### config.mk
export PLATFORM = sky130hd
export DESIGN_NAME = mac_glue_top
export DESIGN_NICKNAME = d
export VERILOG_FILES = /design/src/mac_cfg_pkg.sv /design/src/mac_mem_pkg.sv /design/src/activity_led.sv /design/src/clk_phase_gen.sv /design/src/disk_presence.sv /design/src/mac_glue_top.sv /design/src/mem_port_mux.sv /design/src/rom_download.sv /design/src/sys_config.sv
export SDC_FILE = /design/constraint.sdc
export NUM_CORES = 1
export LEC_CHECK = 0
export ABC_AREA = 0
export BUFFER_PORTS_ARGS = -buffer_cell sky130_fd_sc_hd__buf_4
export CORE_MARGIN = 5
export CORE_UTILIZATION = 46
export DETAILED_ROUTE_END_ITERATION = 8
export PLACE_DENSITY = 0.91
export SKIP_CTS_REPAIR_TIMING = 1
export SLEW_MARGIN = 20
export SYNTH_ARGS = -nofsm -noshare
export SYNTH_HDL_FRONTEND = slang
export SYNTH_SLANG_ARGS = --single-unit
export TNS_END_PERCENT = 20
### constraint.sdc
create_clock -name clk_sys -period 2.17 [get_ports clk_sys]
set_input_delay 0.434 -clock clk_sys [delete_from_list [all_inputs] [get_ports clk_sys]]
set_output_delay 0.434 -clock clk_sys [all_outputs]
set_load 0.01 [all_outputs]
### src/mac_cfg_pkg.sv
package mac_cfg_pkg;

	// ============================================================
	// host status word
	// ============================================================

	// status word as delivered by the host menu
	typedef logic [31:0] status_w_t;

	// bit positions inside the status word
	localparam int ST_HOST_RESET = 0;
	// turbo request, applied only after the boot delay
	localparam int ST_TURBO = 5;
	localparam int ST_RESET = 6;
	// low end of the two bit memory size field
	localparam int ST_MEM_LO = 9;

	// ============================================================
	// memory configuration
	// ============================================================

	// 0 = 128 KB, 1 = 512 KB, 2 = 1 MB, 3 = 4 MB
	typedef logic [1:0] ram_size_t;

	// ============================================================
	// download indices and disk images
	// ============================================================

	// index sent by the host with every download
	localparam logic [7:0] DL_IDX_ROM = 8'd0;
	// primary floppy
	localparam logic [7:0] DL_IDX_DSK0 = 8'd1;
	// secondary floppy
	localparam logic [7:0] DL_IDX_DSK1 = 8'd2;

	// good image sizes counted in 16 bit words
	// 819200 bytes, two sides
	localparam int DSK_DS_WORDS = 409600;
	// 409600 bytes, one side
	localparam int DSK_SS_WORDS = 204800;

endpackage

### src/mac_mem_pkg.sv
package mac_mem_pkg;

	// ============================================================
	// requests toward the sdram
	// ============================================================

	// cpu side memory cycle from the address controller
	typedef struct packed {
		logic [21:0] mem_addr;
		logic        uds_n;
		logic        lds_n;
		logic        rom_oe_n;
		logic        ram_oe_n;
		logic        ram_we_n;
		logic [15:0] data;
	} cpu_mem_req_t;

	// one paired word from the download path
	typedef struct packed {
		// download running and the slot belongs to it
		logic        active;
		logic        write;
		// word address with the image base already added
		logic [20:0] addr;
		logic [15:0] data;
	} dl_req_t;

	// download layout of the sdram word address
	typedef struct packed {
		logic [3:0]  region;
		logic [20:0] addr;
	} sdram_dl_addr_t;

	// cpu layout, rom and ram share the low 21 bits
	typedef struct packed {
		logic [2:0]  zero;
		logic        rom_sel;
		logic [20:0] addr;
	} sdram_cpu_addr_t;

	// one 25 bit word, two ways to read it
	typedef union packed {
		sdram_dl_addr_t  dl;
		sdram_cpu_addr_t cpu;
	} sdram_addr_u;

	typedef struct packed {
		sdram_addr_u addr;
		logic [15:0] din;
		// byte lanes, upper then lower
		logic [1:0]  ds;
		logic        we;
		logic        oe;
	} sdram_req_t;

	// ============================================================
	// download memory map
	// ============================================================

	// disk images sit right after the os rom
	localparam logic [20:0] DSK0_BASE = 21'h080000;
	localparam logic [20:0] DSK1_BASE = 21'h100000;

	// region tag used for every download write
	localparam logic [3:0] DL_REGION = 4'b0001;

endpackage

### src/activity_led.sv
module activity_led #(
	parameter int ACT_HOLD = 1000000
) (
	input  logic       clk_sys,
	input  logic       n_reset,
	input  logic [1:0] disk_act_in,
	input  logic [1:0] disk_motor,
	input  logic       ioctl_download,
	output logic       led_user
);

	localparam int HOLD_W = $clog2(ACT_HOLD + 1);

	logic [HOLD_W-1:0] hold_cnt;
	logic              disk_act;

	// flag stays up ACT_HOLD cycles after the last activity pulse
	always_ff @(posedge clk_sys) begin
		if (!n_reset) begin
			hold_cnt <= '0;
			disk_act <= 1'b0;
		end else if (|disk_act_in) begin
			// retrigger, this cycle counts as the first of the hold
			hold_cnt <= HOLD_W'(ACT_HOLD - 1);
			disk_act <= 1'b1;
		end else if (hold_cnt != '0) begin
			hold_cnt <= hold_cnt - 1'b1;
			disk_act <= 1'b1;
		end else begin
			disk_act <= 1'b0;
		end
	end

	// steady during a download
	// with a motor running the led blinks off on activity
	assign led_user = ioctl_download || (disk_act ^ (|disk_motor));

endmodule

### src/clk_phase_gen.sv
module clk_phase_gen (
	input  logic clk_sys,
	input  logic n_reset,
	output logic cep,
	output logic cen,
	output logic cel,
	output logic cepix
);

	// eight stages per cpu bus cycle
	logic [2:0] stage;

	always_ff @(posedge clk_sys) begin
		if (!n_reset) begin
			stage <= 3'd0;
		end else begin
			stage <= stage + 3'd1;
		end
	end

	// positive cpu phase
	assign cep = (stage == 3'd0);
	// negative cpu phase, half a cycle later
	assign cen = (stage == 3'd4);
	// data latch at the end of the bus cycle
	assign cel = (stage == 3'd7);
	// pixel enable, every fourth clock
	assign cepix = (stage[1:0] == 2'b00);

endmodule

### src/disk_presence.sv
module disk_presence #(
	parameter logic [7:0] DRIVE_IDX = 8'd1
) (
	input  logic        clk_sys,
	input  logic        n_reset,
	input  logic        ioctl_download,
	input  logic [7:0]  ioctl_index,
	input  logic [20:0] end_addr,
	input  logic        eject,
	output logic        inserted,
	output logic        double_sided
);
	import mac_cfg_pkg::*;
	import mac_mem_pkg::*;

	// end_addr carries the image base, so the sizes are compared with it added
	localparam logic [20:0] IMG_BASE = (DRIVE_IDX == DL_IDX_DSK0) ? DSK0_BASE : DSK1_BASE;
	localparam logic [20:0] DS_END   = IMG_BASE + 21'(DSK_DS_WORDS);
	localparam logic [20:0] SS_END   = IMG_BASE + 21'(DSK_SS_WORDS);

	logic old_down;
	logic single_sided;

	always_ff @(posedge clk_sys) begin
		if (!n_reset) begin
			old_down     <= 1'b0;
			double_sided <= 1'b0;
			single_sided <= 1'b0;
		end else begin
			old_down <= ioctl_download;
			// end of a download for this drive, size tells the format
			if (old_down && !ioctl_download && ioctl_index == DRIVE_IDX) begin
				double_sided <= (end_addr == DS_END);
				single_sided <= (end_addr == SS_END);
			end
			// set by the os on eject
			if (eject) begin
				double_sided <= 1'b0;
				single_sided <= 1'b0;
			end
		end
	end

	// unknown sizes leave the drive empty
	assign inserted = double_sided || single_sided;

endmodule

### src/mac_glue_top.sv
module mac_glue_top #(
	parameter int RST_CNT_W       = 16,
	parameter int TURBO_ACK_DELAY = 20,
	parameter int ACT_HOLD        = 1000000
) (
	input  logic                    clk_sys,
	input  logic                    n_reset,

	// host and reset sources
	input  mac_cfg_pkg::status_w_t  status,
	input  logic                    button,
	input  logic                    cpu_reset_out_n,
	input  logic                    pll_locked,

	// ioctl download stream
	input  logic                    ioctl_download,
	input  logic [7:0]              ioctl_index,
	input  logic                    ioctl_write,
	input  logic [24:0]             ioctl_addr,
	input  logic [7:0]              ioctl_data,
	output logic                    ioctl_wait,

	// slot grant and cpu memory cycle from the address controller
	input  logic                    dio_bus_ctl,
	input  mac_mem_pkg::cpu_mem_req_t cpu_req,

	// floppy and scsi status
	input  logic [1:0]              dsk_ack,
	input  logic                    sd_ack,
	input  logic [1:0]              disk_motor,
	input  logic [1:0]              disk_eject,
	input  logic [1:0]              disk_act_in,

	input  logic [15:0]             sdram_out,

	output logic                    cep,
	output logic                    cen,
	output logic                    cel,
	output logic                    cepix,
	output logic                    sys_run,
	output mac_cfg_pkg::ram_size_t  ram_size,
	output logic                    real_turbo,
	output mac_mem_pkg::sdram_req_t sdram_req,
	output logic [15:0]             mem_data_in,
	output logic                    screen_wr,
	output logic [1:0]              dsk_inserted,
	output logic [1:0]              dsk_double,
	output logic                    led_user
);
	import mac_cfg_pkg::*;
	import mac_mem_pkg::*;

	// paired download word toward the sdram mux
	dl_req_t dl_req;

	clk_phase_gen u_clk_phase_gen (
		.clk_sys (clk_sys),
		.n_reset (n_reset),
		.cep     (cep),
		.cen     (cen),
		.cel     (cel),
		.cepix   (cepix)
	);

	sys_config #(
		.RST_CNT_W       (RST_CNT_W),
		.TURBO_ACK_DELAY (TURBO_ACK_DELAY)
	) u_sys_config (
		.clk_sys         (clk_sys),
		.n_reset         (n_reset),
		.pll_locked      (pll_locked),
		.status          (status),
		.button          (button),
		.cpu_reset_out_n (cpu_reset_out_n),
		.cen             (cen),
		.sd_ack          (sd_ack),
		.disk_motor      (disk_motor),
		.dio_bus_ctl     (dio_bus_ctl),
		.sys_run         (sys_run),
		.ram_size        (ram_size),
		.real_turbo      (real_turbo)
	);

	rom_download u_rom_download (
		.clk_sys        (clk_sys),
		.n_reset        (n_reset),
		.ioctl_download (ioctl_download),
		.ioctl_index    (ioctl_index),
		.ioctl_write    (ioctl_write),
		.ioctl_addr     (ioctl_addr),
		.ioctl_data     (ioctl_data),
		.dio_bus_ctl    (dio_bus_ctl),
		.ioctl_wait     (ioctl_wait),
		.dl_req         (dl_req)
	);

	// primary drive
	disk_presence #(
		.DRIVE_IDX (DL_IDX_DSK0)
	) u_disk_presence_0 (
		.clk_sys        (clk_sys),
		.n_reset        (n_reset),
		.ioctl_download (ioctl_download),
		.ioctl_index    (ioctl_index),
		.end_addr       (dl_req.addr),
		.eject          (disk_eject[0]),
		.inserted       (dsk_inserted[0]),
		.double_sided   (dsk_double[0])
	);

	// secondary drive
	disk_presence #(
		.DRIVE_IDX (DL_IDX_DSK1)
	) u_disk_presence_1 (
		.clk_sys        (clk_sys),
		.n_reset        (n_reset),
		.ioctl_download (ioctl_download),
		.ioctl_index    (ioctl_index),
		.end_addr       (dl_req.addr),
		.eject          (disk_eject[1]),
		.inserted       (dsk_inserted[1]),
		.double_sided   (dsk_double[1])
	);

	mem_port_mux u_mem_port_mux (
		.cpu_req     (cpu_req),
		.dl_req      (dl_req),
		.ram_size    (ram_size),
		.dsk_ack     (dsk_ack),
		.sdram_out   (sdram_out),
		.sdram_req   (sdram_req),
		.mem_data_in (mem_data_in),
		.screen_wr   (screen_wr)
	);

	activity_led #(
		.ACT_HOLD (ACT_HOLD)
	) u_activity_led (
		.clk_sys        (clk_sys),
		.n_reset        (n_reset),
		.disk_act_in    (disk_act_in),
		.disk_motor     (disk_motor),
		.ioctl_download (ioctl_download),
		.led_user       (led_user)
	);

endmodule

### src/mem_port_mux.sv
module mem_port_mux (
	input  mac_mem_pkg::cpu_mem_req_t cpu_req,
	input  mac_mem_pkg::dl_req_t      dl_req,
	input  mac_cfg_pkg::ram_size_t    ram_size,
	input  logic [1:0]                dsk_ack,
	input  logic [15:0]               sdram_out,
	output mac_mem_pkg::sdram_req_t   sdram_req,
	output logic [15:0]               mem_data_in,
	output logic                      screen_wr
);
	import mac_mem_pkg::*;

	logic [7:0] dsk_byte;
	logic       screen_hit;

	// ============================================================
	// sdram request
	// ============================================================

	always_comb begin
		if (dl_req.active) begin
			// download slot, whole words into the upper region
			sdram_req.addr.dl.region = DL_REGION;
			sdram_req.addr.dl.addr   = dl_req.addr;
			sdram_req.din            = dl_req.data;
			sdram_req.ds             = 2'b11;
			sdram_req.we             = dl_req.write;
			sdram_req.oe             = 1'b0;
		end else begin
			// cpu maps straight into the 68k space, rom one bit above ram
			sdram_req.addr.cpu.zero    = 3'b000;
			sdram_req.addr.cpu.rom_sel = !cpu_req.rom_oe_n;
			sdram_req.addr.cpu.addr    = cpu_req.mem_addr[21:1];
			sdram_req.din              = cpu_req.data;
			sdram_req.ds               = {!cpu_req.uds_n, !cpu_req.lds_n};
			sdram_req.we               = !cpu_req.ram_we_n;
			sdram_req.oe               = !cpu_req.ram_oe_n || !cpu_req.rom_oe_n;
		end
	end

	// ============================================================
	// read data
	// ============================================================

	// disk image reads are byte wide, odd address takes the low byte
	assign dsk_byte = cpu_req.mem_addr[0] ? sdram_out[7:0] : sdram_out[15:8];

	always_comb begin
		if (dl_req.active) begin
			mem_data_in = 16'hffff;
		end else if (|dsk_ack) begin
			mem_data_in = {dsk_byte, dsk_byte};
		end else begin
			mem_data_in = sdram_out;
		end
	end

	// ============================================================
	// screen write decode
	// ============================================================

	// frame buffer sits near the top of ram, so the top bits are all ones
	always_comb begin
		case (ram_size)
			2'd0:    screen_hit = &cpu_req.mem_addr[16:15];
			2'd1:    screen_hit = &cpu_req.mem_addr[18:15];
			2'd2:    screen_hit = &cpu_req.mem_addr[19:15];
			default: screen_hit = &cpu_req.mem_addr[21:15];
		endcase
		screen_wr = !cpu_req.ram_we_n && screen_hit;
	end

endmodule

### src/rom_download.sv
module rom_download (
	input  logic                 clk_sys,
	input  logic                 n_reset,
	input  logic                 ioctl_download,
	input  logic [7:0]           ioctl_index,
	input  logic                 ioctl_write,
	input  logic [24:0]          ioctl_addr,
	input  logic [7:0]           ioctl_data,
	input  logic                 dio_bus_ctl,
	output logic                 ioctl_wait,
	output mac_mem_pkg::dl_req_t dl_req
);
	import mac_cfg_pkg::*;
	import mac_mem_pkg::*;

	logic [7:0]  even_byte;
	logic [15:0] word_data;
	logic [20:0] word_off;
	logic [20:0] word_addr;
	logic        dio_write;
	logic        old_cyc;

	// ============================================================
	// byte pairing
	// ============================================================

	// even byte goes to the high half, 68k byte order
	always_ff @(posedge clk_sys) begin
		if (ioctl_write) begin
			if (!ioctl_addr[0]) begin
				even_byte <= ioctl_data;
			end else begin
				word_data <= {even_byte, ioctl_data};
			end
		end
	end

	// ============================================================
	// address map
	// ============================================================

	// byte address to word address
	// host keeps the address still while ioctl_wait is high
	assign word_off = ioctl_addr[21:1];

	always_comb begin
		case (ioctl_index)
			DL_IDX_ROM:  word_addr = word_off;
			DL_IDX_DSK0: word_addr = DSK0_BASE + word_off;
			default:     word_addr = DSK1_BASE + word_off;
		endcase
	end

	// ============================================================
	// write and wait handshake
	// ============================================================

	always_ff @(posedge clk_sys) begin
		if (!n_reset) begin
			ioctl_wait <= 1'b0;
			dio_write  <= 1'b0;
			old_cyc    <= 1'b0;
		end else begin
			old_cyc <= dio_bus_ctl;
			// outside the slot, arm the write for the next one
			if (!dio_bus_ctl) begin
				dio_write <= ioctl_wait;
			end
			// slot just ended with a write, release the host
			if (old_cyc && !dio_bus_ctl && dio_write) begin
				ioctl_wait <= 1'b0;
				dio_write  <= 1'b0;
			end
			// odd byte completes a word
			if (ioctl_write && ioctl_addr[0]) begin
				ioctl_wait <= 1'b1;
			end
		end
	end

	always_comb begin
		dl_req.active = ioctl_download && dio_bus_ctl;
		dl_req.write  = dio_write;
		dl_req.addr   = word_addr;
		dl_req.data   = word_data;
	end

endmodule

### src/sys_config.sv
module sys_config #(
	parameter int RST_CNT_W       = 16,
	parameter int TURBO_ACK_DELAY = 20
) (
	input  logic                   clk_sys,
	input  logic                   n_reset,
	input  logic                   pll_locked,
	input  mac_cfg_pkg::status_w_t status,
	input  logic                   button,
	input  logic                   cpu_reset_out_n,
	input  logic                   cen,
	input  logic                   sd_ack,
	input  logic [1:0]             disk_motor,
	input  logic                   dio_bus_ctl,
	output logic                   sys_run,
	output mac_cfg_pkg::ram_size_t ram_size,
	output logic                   real_turbo
);
	import mac_cfg_pkg::*;

	localparam int ACK_W = $clog2(TURBO_ACK_DELAY + 1);

	logic                 rst_any;
	logic [RST_CNT_W-1:0] rst_cnt;
	logic                 old_ack;
	logic [ACK_W-1:0]     ack_cnt;

	// ============================================================
	// reset sequencer
	// ============================================================

	// any of these restarts the whole machine
	assign rst_any = !n_reset || !pll_locked || status[ST_HOST_RESET] ||
		status[ST_RESET] || button || !cpu_reset_out_n;

	always_ff @(posedge clk_sys) begin
		if (rst_any) begin
			rst_cnt <= '1;
			sys_run <= 1'b0;
		end else if (rst_cnt != '0) begin
			// count on the cpu phase only
			if (cen) begin
				rst_cnt <= rst_cnt - 1'b1;
			end
		end else begin
			sys_run <= 1'b1;
		end
	end

	// memory size may only change while the machine is held
	always_ff @(posedge clk_sys) begin
		if (!n_reset) begin
			ram_size <= 2'd3;
		end else if (rst_cnt != '0) begin
			ram_size <= status[ST_MEM_LO +: 2] + 2'd1;
		end
	end

	// ============================================================
	// delayed turbo
	// ============================================================

	// scsi boot fails at turbo speed, so wait for some scsi acks first
	always_ff @(posedge clk_sys) begin
		if (!n_reset || !sys_run) begin
			old_ack    <= 1'b0;
			ack_cnt    <= ACK_W'(TURBO_ACK_DELAY);
			real_turbo <= 1'b0;
		end else begin
			old_ack <= sd_ack;
			// floppy access means no scsi boot, drop the delay
			if (|disk_motor) begin
				ack_cnt <= '0;
			end else if (old_ack && !sd_ack && ack_cnt != '0) begin
				ack_cnt <= ack_cnt - 1'b1;
			end
			// speed only changes in a download slot
			if (ack_cnt == '0 && dio_bus_ctl) begin
				real_turbo <= status[ST_TURBO];
			end
		end
	end

endmodule

Word level (Yosys, flattened, before mapping)
Cells that the tools add are included.

Output and inout port bits: 76. Bits in writable memories: 0. Logic and storage cells: 114. Input bits: 149. Bits in registers: 82. Latch bits: 0. Memory bits (read-only): 0. Memories: 0.

$lt $le $gt $ge: 0. Muxes and demuxes: 14. Multipliers: 0. Reduce and logical (&&, ||, !) cells: 59. Shifts and indexed selects: 0. Bitwise operators: 3. Add/subtract/negate cells: 7. Equal/unequal tests: 10. Divide/modulo/power cells: 0.

Operators by type and width (number): == test 21 x 20 -> 1 bit (second input constant) (2); == test 21 bit (second input constant) (2); two-way mux 42 bit (1); case mux 21 bit (2 select lines) (1); two-way mux 20 bit (2); two-way mux 16 bit (2); adder 20 x 21 -> 21 bit (first input constant) (1); adder 21 bit (first input constant) (1); nonzero test 20 bit (1); subtractor 20 x 1 -> 20 bit (second input constant) (1); nonzero test 16 bit (1); subtractor 16 x 1 -> 16 bit (second input constant) (1); logical NOT 1 bit (12); OR reduction 2 bit (6); logical AND 1 bit (11); logical OR 1 bit (10); two-way mux 5 bit (2); == test 8 x 1 -> 1 bit (second input constant) (1); == test 8 x 2 -> 1 bit (second input constant) (1); logical NOT 8 bit (1); two-way mux 8 bit (1); AND reduction 2 bit (4); AND reduction 7 bit (1); == test 3 bit (second input constant) (2); 17 further kinds (25).

Logic depth before layout (Yosys ltp)
Gate-level depths: netlist of the first run.

Depth in word-level cells: 6. Mapped depth: 7. Gate-level depth less buffers: 6.

By module
A second synthesis of the first run with hierarchy kept.

Cells, all modules: 519. Area, all modules: 4979.8 sq um.

By module, submodules not included: sys_config (instances 1, sequential area each 520.5 sq um, area each 1296.2 sq um, cells an instance 145); activity_led (instances 1, sequential area each 420.4 sq um, area each 1194.9 sq um, cells an instance 140); rom_download (instances 1, sequential area each 780.7 sq um, area each 1042.2 sq um, cells an instance 64); mem_port_mux (instances 1, sequential area each 0.0 sq um, area each 832.0 sq um, cells an instance 104); disk_presence (instances 2, sequential area each 60.1 sq um, area each 232.7 sq um, cells an instance 26); clk_phase_gen (instances 1, sequential area each 60.1 sq um, area each 148.9 sq um, cells an instance 14).

Worst setup path before layout of the first run
OpenSTA, ideal clock, no wires.

Path type: flip-flop to flip-flop. Start: register u_activity_led.hold_cnt[0]. End: register u_activity_led.hold_cnt[6]. Required time: 2099 ps. Slack: 212 ps. Cell stages (with the launch flop): 8. Arrival: 1887 ps. Period minus slack after synthesis: 1958 ps. Setup time: 71 ps. Path buffers: 1. Path through: dfxtp_1 -> inv_1 -> ha_1 -> or3b_2 -> clkbuf_1 -> or3_1 -> or3_1 -> a21oi_1.

Word-level cells in the longest chain between the ends: 1. Elaborated cells between the ends (all ways): 2. Classes of those cells: add/sub: 1; reduce/logical: 1.

Ends and longest elaborated chain: from (decl) (line activity_led.sv:14) `logic [HOLD_W-1:0] hold_cnt;`; from (signal assigned) (line activity_led.sv:24) `hold_cnt <= HOLD_W'(ACT_HOLD - 1);`; from (signal assigned) (line activity_led.sv:27) `hold_cnt <= hold_cnt - 1'b1;`; subtractor 20 x 1 -> 20 bit or nonzero test 20 bit (tied branches) (line activity_led.sv:27, activity_led.sv:26).

Parallel ways exist; a longest one is shown, timed or not. A chain may end at the register's enable or synchronous reset.

==> flow_summary.json, run 1 <==
{
  "pre_cts_slack_ns": 0.102,
  "endpoint": "sdram_req[40]",
  "cp_cell_sequence": "buf_4, nor4_1, buf_4, nand4b_1, xnor2_1, o21ai_0, buf_4",
  "worstSetupStartpoint": "ioctl_index[5]",
  "r2r_start": "u_sys_config.rst_cnt[0]",
  "drive_gt1_share_pct": 39.7,
  "critical_path_class": "in2out",
  "io_pins": 225,
  "clock.fmax_mhz": 481,
  "antenna_left": 0,
  "die_x_um": 109,
  "clock_path_buffers": 2,
  "wl_mm": 15.0,
  "synth_seq_area_share_pct": 41.6,
  "p_per_area_nw_per_um2": 579,
  "rsz0062_at_grt": "no",
  "synth.ff_latch_count": 82,
  "path_common_cell": "buf_4",
  "hold_viol_final": 0,
  "core_area_um2": 9680,
  "grt_pass1_vias": 4483,
  "maxCapViolations": 0,
  "worst_path_max_delay_cell": "nor4_1",
  "setup_violations": 0,
  "rr_worst_depth": 6,
  "clkTransAtPathRegs_ns": 0.08,
  "min-delay-start": "ioctl_data[7]",
  "dieArea_um2": 11900,
  "antenna_cells": 0,
  "relSlewSlack_pct": 50.4,
  "row_count": 36,
  "synthTopCellsByArea": "dfxtp_1 26%, edfxtp_1 16%, mux2_2 9.0%",
  "overflow": 0,
  "io_buffers": 191,
  "crit_path_max_incr_delay_ns": 0.29,
  "grt_pass1_wl_mm": 22.0,
  "drcViolationCount": 0,
  "avgSynthCellArea_um2": 9.04,
  "ir_drop_uv": 344,
  "numCtsBuffers": 9,
  "yosysTopAreaCell": "dfxtp_1",
  "start_util_pct": 46.7,
  "path_buf_inv": 3,
  "layout_commonest_cell": "buf_4",
  "async_flop_share_pct": 0,
  "vias": 4676,
  "worst-path-max-fanout": 4,
  "r2r-end": "u_sys_config.rst_cnt[12]",
  "startpoint_type": "input port",
  "status": "completed",
  "total_power_uw": 3690,
  "slew_viol_final": 0,
  "clock-sinks": 82,
  "htree_levels": 3,
  "cpLargestDelayFamily": "buffers and inverters",
  "leakagePower_uw": 0.00267,
  "hold_path_class": "in2reg",
  "regToRegSetupSlack_ns": 0.14,
  "period_share_pct": 95.8,
  "tightest_slew_ns": 0.742,
  "place_congestion": 0.902,
  "clockRootBuffer": "clkbuf_8",
  "antenna_found_initial": 0,
  "synth_ff_type": "dfxtp_1",
  "syn_inst": 500,
  "detail_route.wl_per_cell_um": 18.0,
  "insertion_delay_ns": 0.36,
  "dr.pass1.iters": 4,
  "cts_tree": "done",
  "drt_iter0_drc": 341,
  "grt_max_degree": 36,
  "skew_ns": 0.00992,
  "dp_hpwl_mm": 11.9,
  "die_h_um": 109,
  "yosysWarnings": 0,
  "syn_to_final_growth_pct": 41.1,
  "synth_area_um2": 4520,
  "synth-edff-count": 24,
  "final_cell_mix": "204 x buf_4, 60 x nand2_1, 58 x dfxtp_1",
  "arrival_ns": 1.65,
  "setup_slack_ns": 0.0906,
  "setup.worst_path.end_class": "output port",
  "synth_cell_types": 62,
  "nNetsFinal": 849,
  "grt_usage_pct": 24.0,
  "fin_crit_ns": 2.08,
  "worst-path-stages": 7,
  "yosysTopAreaCellShare_pct": 25.7,
  "finalSetupTns_ns": 0,
  "viasPerCell": 5.63,
  "cp.required_ns": 1.74
}
[flip-flops by register name, summed over array words and instances (netlist names), 2 cells and up]
register	flops
u_rom_download.even_byte	8
u_sys_config.rst_cnt	16
u_rom_download.word_data	16
u_clk_phase_gen.stage	3
u_sys_config.ack_cnt	5
u_sys_config.ram_size	2
u_activity_led.hold_cnt	20
[worst min path at each step]
stage | end | slack [ns] | cells after the start
after floorplan | u_rom_download.word_data[10] | 0.40 | 0
after global placement | u_rom_download.word_data[14] | 0.40 | 0
after detailed placement | u_rom_download.word_data[14] | 0.41 | 0
after CTS | u_rom_download.word_data[4] | 0.24 | 1
after global routing | u_rom_download.word_data[4] | 0.23 | 1
final | u_rom_download.word_data[7] | 0.26 | 1
[power by group]
group / internal (uW) / switching, uW / leakage [uW]
logic: 390 / 334 / 0.00185
registers: 1630 / 43.4 / 0.000700
clock network: 763 / 532 / 0.000114
total: 2790 / 909 / 0.00267
[area by class of cell]
| class | count | area (um^2) |
|---|---|---|
| inverter | 12 | 45.0 |
| tap | 133 | 166 |
| multi-input combinational | 383 | 2500 |
| clock inverter | 5 | 103 |
| fill | 745 | 3300 |
| timing repair buffer | 205 | 1550 |
| sequential | 82 | 1880 |
| clock buffer | 11 | 131 |
[synth_stat cells, drive strengths merged, types with 8 or more instances]
library cell	number
nor3	11
edfxtp	24
or4	9
nor2b	8
clkbuf	10
and2	11
nand3	34
mux2	36
nor4	15
dfxtp	58
o21ai	23
nand2	61
or3	10
buf	15
inv	12
or2	8
a21oi	16
nor2	37
a31oi	11
[layer usage]
layer  GRT usage [%]  up-vias  share of wire [%]
li1                -     2223                  -
met1            25.9     2222                 37
met2            42.9      185                 52
met3            6.04       46                6.8
met4            12.4        0                4.6
met5               0        -                  0
[metrics by stage]
| stage | instances | util [%] | instance area [um^2] | hold slack, ns |
|---|---|---|---|---|
| final | 831 | 65.9 | 6380 | 0.258 |
| after global routing | 831 | 65.9 | 6380 | 0.232 |
| after CTS | 829 | 65.5 | 6350 | 0.241 |
| after detailed placement | 813 | 63.1 | 6110 | 0.408 |
| after global placement | 813 | 63.1 | 6110 | 0.403 |
| after floorplan | 502 | - | 4530 | 0.400 |
[kinds of logic after synthesis]
kind of cell	synth area share (%)
AND/OR/NAND/NOR	29.8
flip-flops	41.6
AO/OA/AOI/OAI	11.1
multiplexers	10.3
buffers and inverters	3.68
XOR/XNOR	1.55
adder cells (fa/ha/maj)	1.94
other	0.0830
Note: power is estimated with default switching activity, not from simulation.
==> inputs of run 2 (changes only) <==
- CORE_MARGIN: 5 -> 1.5
==> run 2 against run 1 <==
Effect of this change:
- hold slack worse by 0.0028 ns
- via count is 2.2% higher
- count of clock-buffer cells in the layout is 2 lower
- sequential share of layout area is 0.37 points higher
- non-clock buffer count is 4 lower
- final area is 1.2% lower
- critical endpoint is now sdram_req[39]
- total power is 7.2% lower
- sequential power hardly changed
- clock skew is 0.0056 ns higher
- critical path depth stayed put
- utilization is 1.4 points higher
- wire length is 3.7% lower
==> flow_summary.json, run 2 (same netlist as run 1, synthesis figures left out) <==
{
  "antenna_cells": 0,
  "worst_path_max_delay_cell": "nor4_1",
  "pre_cts_slack_ns": 0.0900,
  "drcViolationCount": 0,
  "maxCapViolations": 0,
  "dp_hpwl_mm": 11.1,
  "drt_iter0_drc": 248,
  "grt_pass1_wl_mm": 21.5,
  "leakagePower_uw": 0.00262,
  "p_clk_share_pct": 30.0,
  "cp_cell_sequence": "buf_4, nor4_1, buf_4, nand3_1, xor2_1, o21ai_0, buf_4",
  "endpoint": "sdram_req[39]",
  "die_h_um": 102,
  "dr.pass1.iters": 5,
  "r2r_start": "u_activity_led.hold_cnt[8]",
  "grt_pass1_vias": 4461,
  "final_core_util_pct": 67.2,
  "drive_gt1_share_pct": 39.5,
  "startpoint_type": "input port",
  "largest_register_ffs": 20,
  "worst-path-stages": 7,
  "syn_to_final_growth_pct": 39.4,
  "relSlewSlack_pct": 53.0,
  "antenna_found_initial": 0,
  "rsz0062_at_grt": "no",
  "worstSetupStartpoint": "ioctl_index[5]",
  "wl_mm": 14.4,
  "min-delay-start": "ioctl_data[7]",
  "io_pins": 225,
  "numCtsBuffers": 9,
  "r2r-end": "u_activity_led.hold_cnt[17]",
  "period_share_pct": 95.6,
  "die_x_um": 102,
  "grt_usage_pct": 26.6,
  "cts_tree": "done",
  "io_buffers": 191,
  "intPower_uw": 2460,
  "critical_path_class": "in2out",
  "arrival_ns": 1.64,
  "clock-sinks": 82,
  "place_congestion": 0.916,
  "clock.fmax_mhz": 482,
  "path_common_cell": "buf_4",
  "reg_top3": "u_activity_led.hold_cnt x20, u_rom_download.word_data x16, u_sys_config.rst_cnt x16",
  "clock_path_buffers": 2,
  "vias": 4778,
  "skew_ns": 0.0155,
  "total_power_uw": 3430,
  "layout_commonest_cell": "buf_4",
  "insertion_delay_ns": 0.36,
  "p_per_area_nw_per_um2": 544,
  "regToRegSetupSlack_ns": 0.13,
  "path_buf_inv": 3,
  "grt_max_degree": 36,
  "finalSetupTns_ns": 0,
  "ir_drop_uv": 335,
  "dieArea_um2": 10400,
  "clockRootBuffer": "clkbuf_8",
  "p_sw_share_pct": 28.4,
  "hold_viol_final": 0,
  "setup_slack_ns": 0.0958,
  "tightest_slew_ns": 0.703,
  "antenna_left": 0,
  "cp.required_ns": 1.74,
  "viasPerCell": 5.81,
  "worst-path-max-fanout": 4,
  "detail_route.wl_per_cell_um": 17.5,
  "status": "completed",
  "core_area_um2": 9370,
  "row_count": 35,
  "setup.worst_path.end_class": "output port",
  "seqPwrFrac_pct": 48.9,
  "final_cell_mix": "199 x buf_4, 60 x nand2_1, 58 x dfxtp_1",
  "overflow": 0,
  "max_flop_register": "u_activity_led.hold_cnt",
  "nNetsFinal": 845,
  "hold_path_class": "in2reg",
  "rr_worst_depth": 4,
  "setup_violations": 0,
  "start_util_pct": 48.2,
  "crit_path_max_incr_delay_ns": 0.29,
  "cpLargestDelayFamily": "buffers and inverters",
  "combinationalPowerShare_pct": 21.1,
  "clkTransAtPathRegs_ns": 0.09,
  "fin_crit_ns": 2.07,
  "htree_levels": 3,
  "power_switching_uw": 973,
  "slew_viol_final": 0
}
[run 2: cell count changes in the layout (fill, tap and decap cells not counted), sizes merged]
cell and change:
inv +4, clkbuf -2, bufinv -3, buf -4, clkinvlp +1
[run 2: stage by stage]
stage / instance area [um^2] / hold WS, ns / instances
after floorplan: 4530 / 0.400 / 502
after global placement: 6100 / 0.404 / 806
after detailed placement: 6100 / 0.410 / 806
after CTS: 6280 / 0.249 / 822
after global routing: 6300 / 0.244 / 823
final: 6300 / 0.256 / 823
[run 2: cell type report]
| type | instances | area, um^2 |
|---|---|---|
| Clock inverter | 7 | 58.8 |
| Fill cell | 754 | 3070 |
| Multi-Input combinational cell | 383 | 2500 |
| Sequential cell | 82 | 1880 |
| Inverter | 12 | 45.0 |
| Timing Repair Buffer | 201 | 1530 |
| Tap cell | 129 | 161 |
| Clock buffer | 9 | 124 |
[run 2: power groups by stage]
| stage | Sequential (uW) | Clock [uW] | Combinational [uW] |
|---|---|---|---|
| 2_1_floorplan | 1700 | 0 | 302 |
| 3_3_place_gp | 1700 | 0 | 696 |
| 3_5_place_dp | 1710 | 0 | 714 |
| 4_1_cts | 1670 | 1040 | 717 |
| 5_1_grt | 1680 | 1100 | 775 |
| 6_report | 1680 | 1030 | 723 |
[run 2: worst min-delay path by stage]
stage | to | slack, ns | depth (start not counted)
floorplan | u_rom_download.word_data[10] | 0.40 | 0
global placement | u_rom_download.word_data[15] | 0.40 | 0
detailed placement | u_rom_download.word_data[15] | 0.41 | 0
CTS | u_rom_download.word_data[7] | 0.25 | 1
global route | u_rom_download.word_data[5] | 0.24 | 1
finish | u_rom_download.word_data[7] | 0.26 | 1
[run 2: per-layer routing]
layer / vias to the layer above / wire [um] / global-route usage (%)
met3: 44 / 1140 / 6.09
met2: 216 / 7600 / 47.2
met4: 0 / 522 / 13.2
li1: 2219 / - / -
met5: - / 0 / 0
met1: 2299 / 5170 / 30.0
==> inputs of run 3 (changes only) <==
- SETUP_SLACK_MARGIN: default -> 0.1
- SKIP_CTS_REPAIR_TIMING: 1 -> default
==> run 3 against run 2 <==
Effect of this change:
- utilization is 0.23 points higher
- worst setup slack improved by 0.059 ns
- sequential power barely moved
- flip-flop and latch count stayed put
- critical endpoint is now sdram_req[40]
==> flow_summary.json, run 3 (same netlist as run 1, synthesis figures left out) <==
{
  "crit_path_max_incr_delay_ns": 0.29,
  "clock_path_buffers": 2,
  "ir_drop_uv": 334,
  "max_flop_register": "u_activity_led.hold_cnt",
  "nNetsFinal": 845,
  "row_count": 35,
  "skew_ns": 0.0148,
  "dp_hpwl_mm": 11.1,
  "core_area_um2": 9370,
  "regToRegSetupSlack_ns": 0.18,
  "finalSetupTns_ns": 0,
  "leakagePower_uw": 0.00263,
  "grt_pass1_wl_mm": 21.6,
  "drive_gt1_share_pct": 39.9,
  "largest_register_ffs": 20,
  "clkTransAtPathRegs_ns": 0.09,
  "maxCapViolations": 0,
  "endpoint": "sdram_req[40]",
  "detail_route.wl_per_cell_um": 17.7,
  "fin_crit_ns": 2.02,
  "clock-sinks": 82,
  "worst_path_max_delay_cell": "nor4_1",
  "relSlewSlack_pct": 52.4,
  "antenna_left": 0,
  "slew_viol_final": 0,
  "grt_usage_pct": 26.7,
  "io_pins": 225,
  "hold_path_class": "in2reg",
  "antenna_cells": 0,
  "die_x_um": 102,
  "die_h_um": 102,
  "r2r_start": "u_sys_config.rst_cnt[0]",
  "worstSetupStartpoint": "ioctl_index[5]",
  "syn_to_final_growth_pct": 39.9,
  "worst-path-max-fanout": 4,
  "multi_input_area_um2": 2510,
  "cts_tree": "done",
  "overflow": 0,
  "arrival_ns": 1.58,
  "r2r-end": "u_sys_config.rst_cnt[12]",
  "tightest_slew_ns": 0.708,
  "grt_pass1_vias": 4462,
  "path_common_cell": "buf_4",
  "setup_slack_ns": 0.155,
  "antenna_found_initial": 0,
  "final_cell_mix": "199 x buf_4, 60 x nand2_1, 55 x dfxtp_1",
  "numCtsBuffers": 9,
  "setup_violations": 0,
  "status": "completed",
  "holdWs_ns": 0.260,
  "critical_path_class": "in2out",
  "cp_cell_sequence": "buf_4, nor4_1, buf_4, nand4b_1, xnor2_1, o21ai_1, buf_4",
  "hold_depth": 1,
  "dr.pass1.iters": 5,
  "rr_worst_depth": 6,
  "period_share_pct": 92.9,
  "viasPerCell": 5.76,
  "ff_latch_area_um2": 1890,
  "pre_cts_slack_ns": 0.0900,
  "place_congestion": 0.916,
  "clock.fmax_mhz": 496,
  "grt_max_degree": 36,
  "vias": 4738,
  "htree_levels": 3,
  "wl_mm": 14.6,
  "clockRootBuffer": "clkbuf_8",
  "setup.worst_path.end_class": "output port",
  "drcViolationCount": 0,
  "hold_buffers": 0,
  "startpoint_type": "input port",
  "rsz0062_at_grt": "yes",
  "hold_viol_final": 0,
  "fillCellCount": 741,
  "io_buffers": 191,
  "p_per_area_nw_per_um2": 544,
  "drt_iter0_drc": 221,
  "layout_commonest_cell": "buf_4",
  "reg_top3": "u_activity_led.hold_cnt x20, u_rom_download.word_data x16, u_sys_config.rst_cnt x16",
  "insertion_delay_ns": 0.36,
  "start_util_pct": 48.2,
  "cp.required_ns": 1.74,
  "dieArea_um2": 10400
}
[run 3: cell counts in the layout (fill, tap and decap cells not counted)]
Identical to the previous run, type by type.
[run 3: area by class of cell]
| cell class | count | area share, % |
|---|---|---|
| tap | 129 | 2.55 |
| sequential | 82 | 29.8 |
| timing repair buffer | 201 | 24.3 |
| multi-input combinational | 383 | 39.8 |
| inverter | 12 | 0.712 |
| clock inverter | 7 | 0.930 |
| clock buffer | 9 | 1.96 |
[run 3: layer usage]
layer	vias to the layer above	part of all wire [%]	routed length, um	global-route usage, %
met5	-	0	0	0
met2	236	52	7630	47.2
met4	0	3.9	565	13.2
met1	2239	36	5300	30.1
met3	43	7.5	1090	6.09
li1	2220	-	-	-
[run 3: per-stage QoR]
step           instance area (um^2)  cells  total power, uW  utilization, %
2_1_floorplan                  4530    502             2000               -
3_3_place_gp                   6100    806             2400            65.1
3_5_place_dp                   6100    806             2420            65.1
4_1_cts                        6280    822             3430            67.0
5_1_grt                        6320    823             3560            67.5
6_report                       6320    823             3440            67.5
[run 3: worst min-delay path by stage]
stage | slack, ns | start | end
final | 0.26 | ioctl_data[7] | u_rom_download.even_byte[7]
after global routing | 0.24 | ioctl_data[5] | u_rom_download.word_data[5]
after CTS | 0.25 | ioctl_data[7] | u_rom_download.word_data[7]
after detailed placement | 0.41 | u_rom_download.even_byte[7] | u_rom_download.word_data[15]
after global placement | 0.40 | u_rom_download.even_byte[7] | u_rom_download.word_data[15]
after floorplan | 0.40 | u_rom_download.even_byte[2] | u_rom_download.word_data[10]
[run 3: where the power goes]
group / internal, uW / switching [uW] / leakage [uW]
Sequential: 1630 / 44.4 / 0.000700
Clock: 433 / 601 / 0.0000872
Combinational: 392 / 336 / 0.00184
[run 3: repair_timing]
action,CTS,global route
buffers inserted,0,1
setup endpoints to repair,7,27
resized for setup,0,10
pin swaps,1,1
[run 3: worst max-delay path: cells and delay by family]
kind            cells  cell delay, ns
compound gates      1            0.15
xor+xnor            1            0.15
simple gates        2            0.40
buf+inv             3            0.45
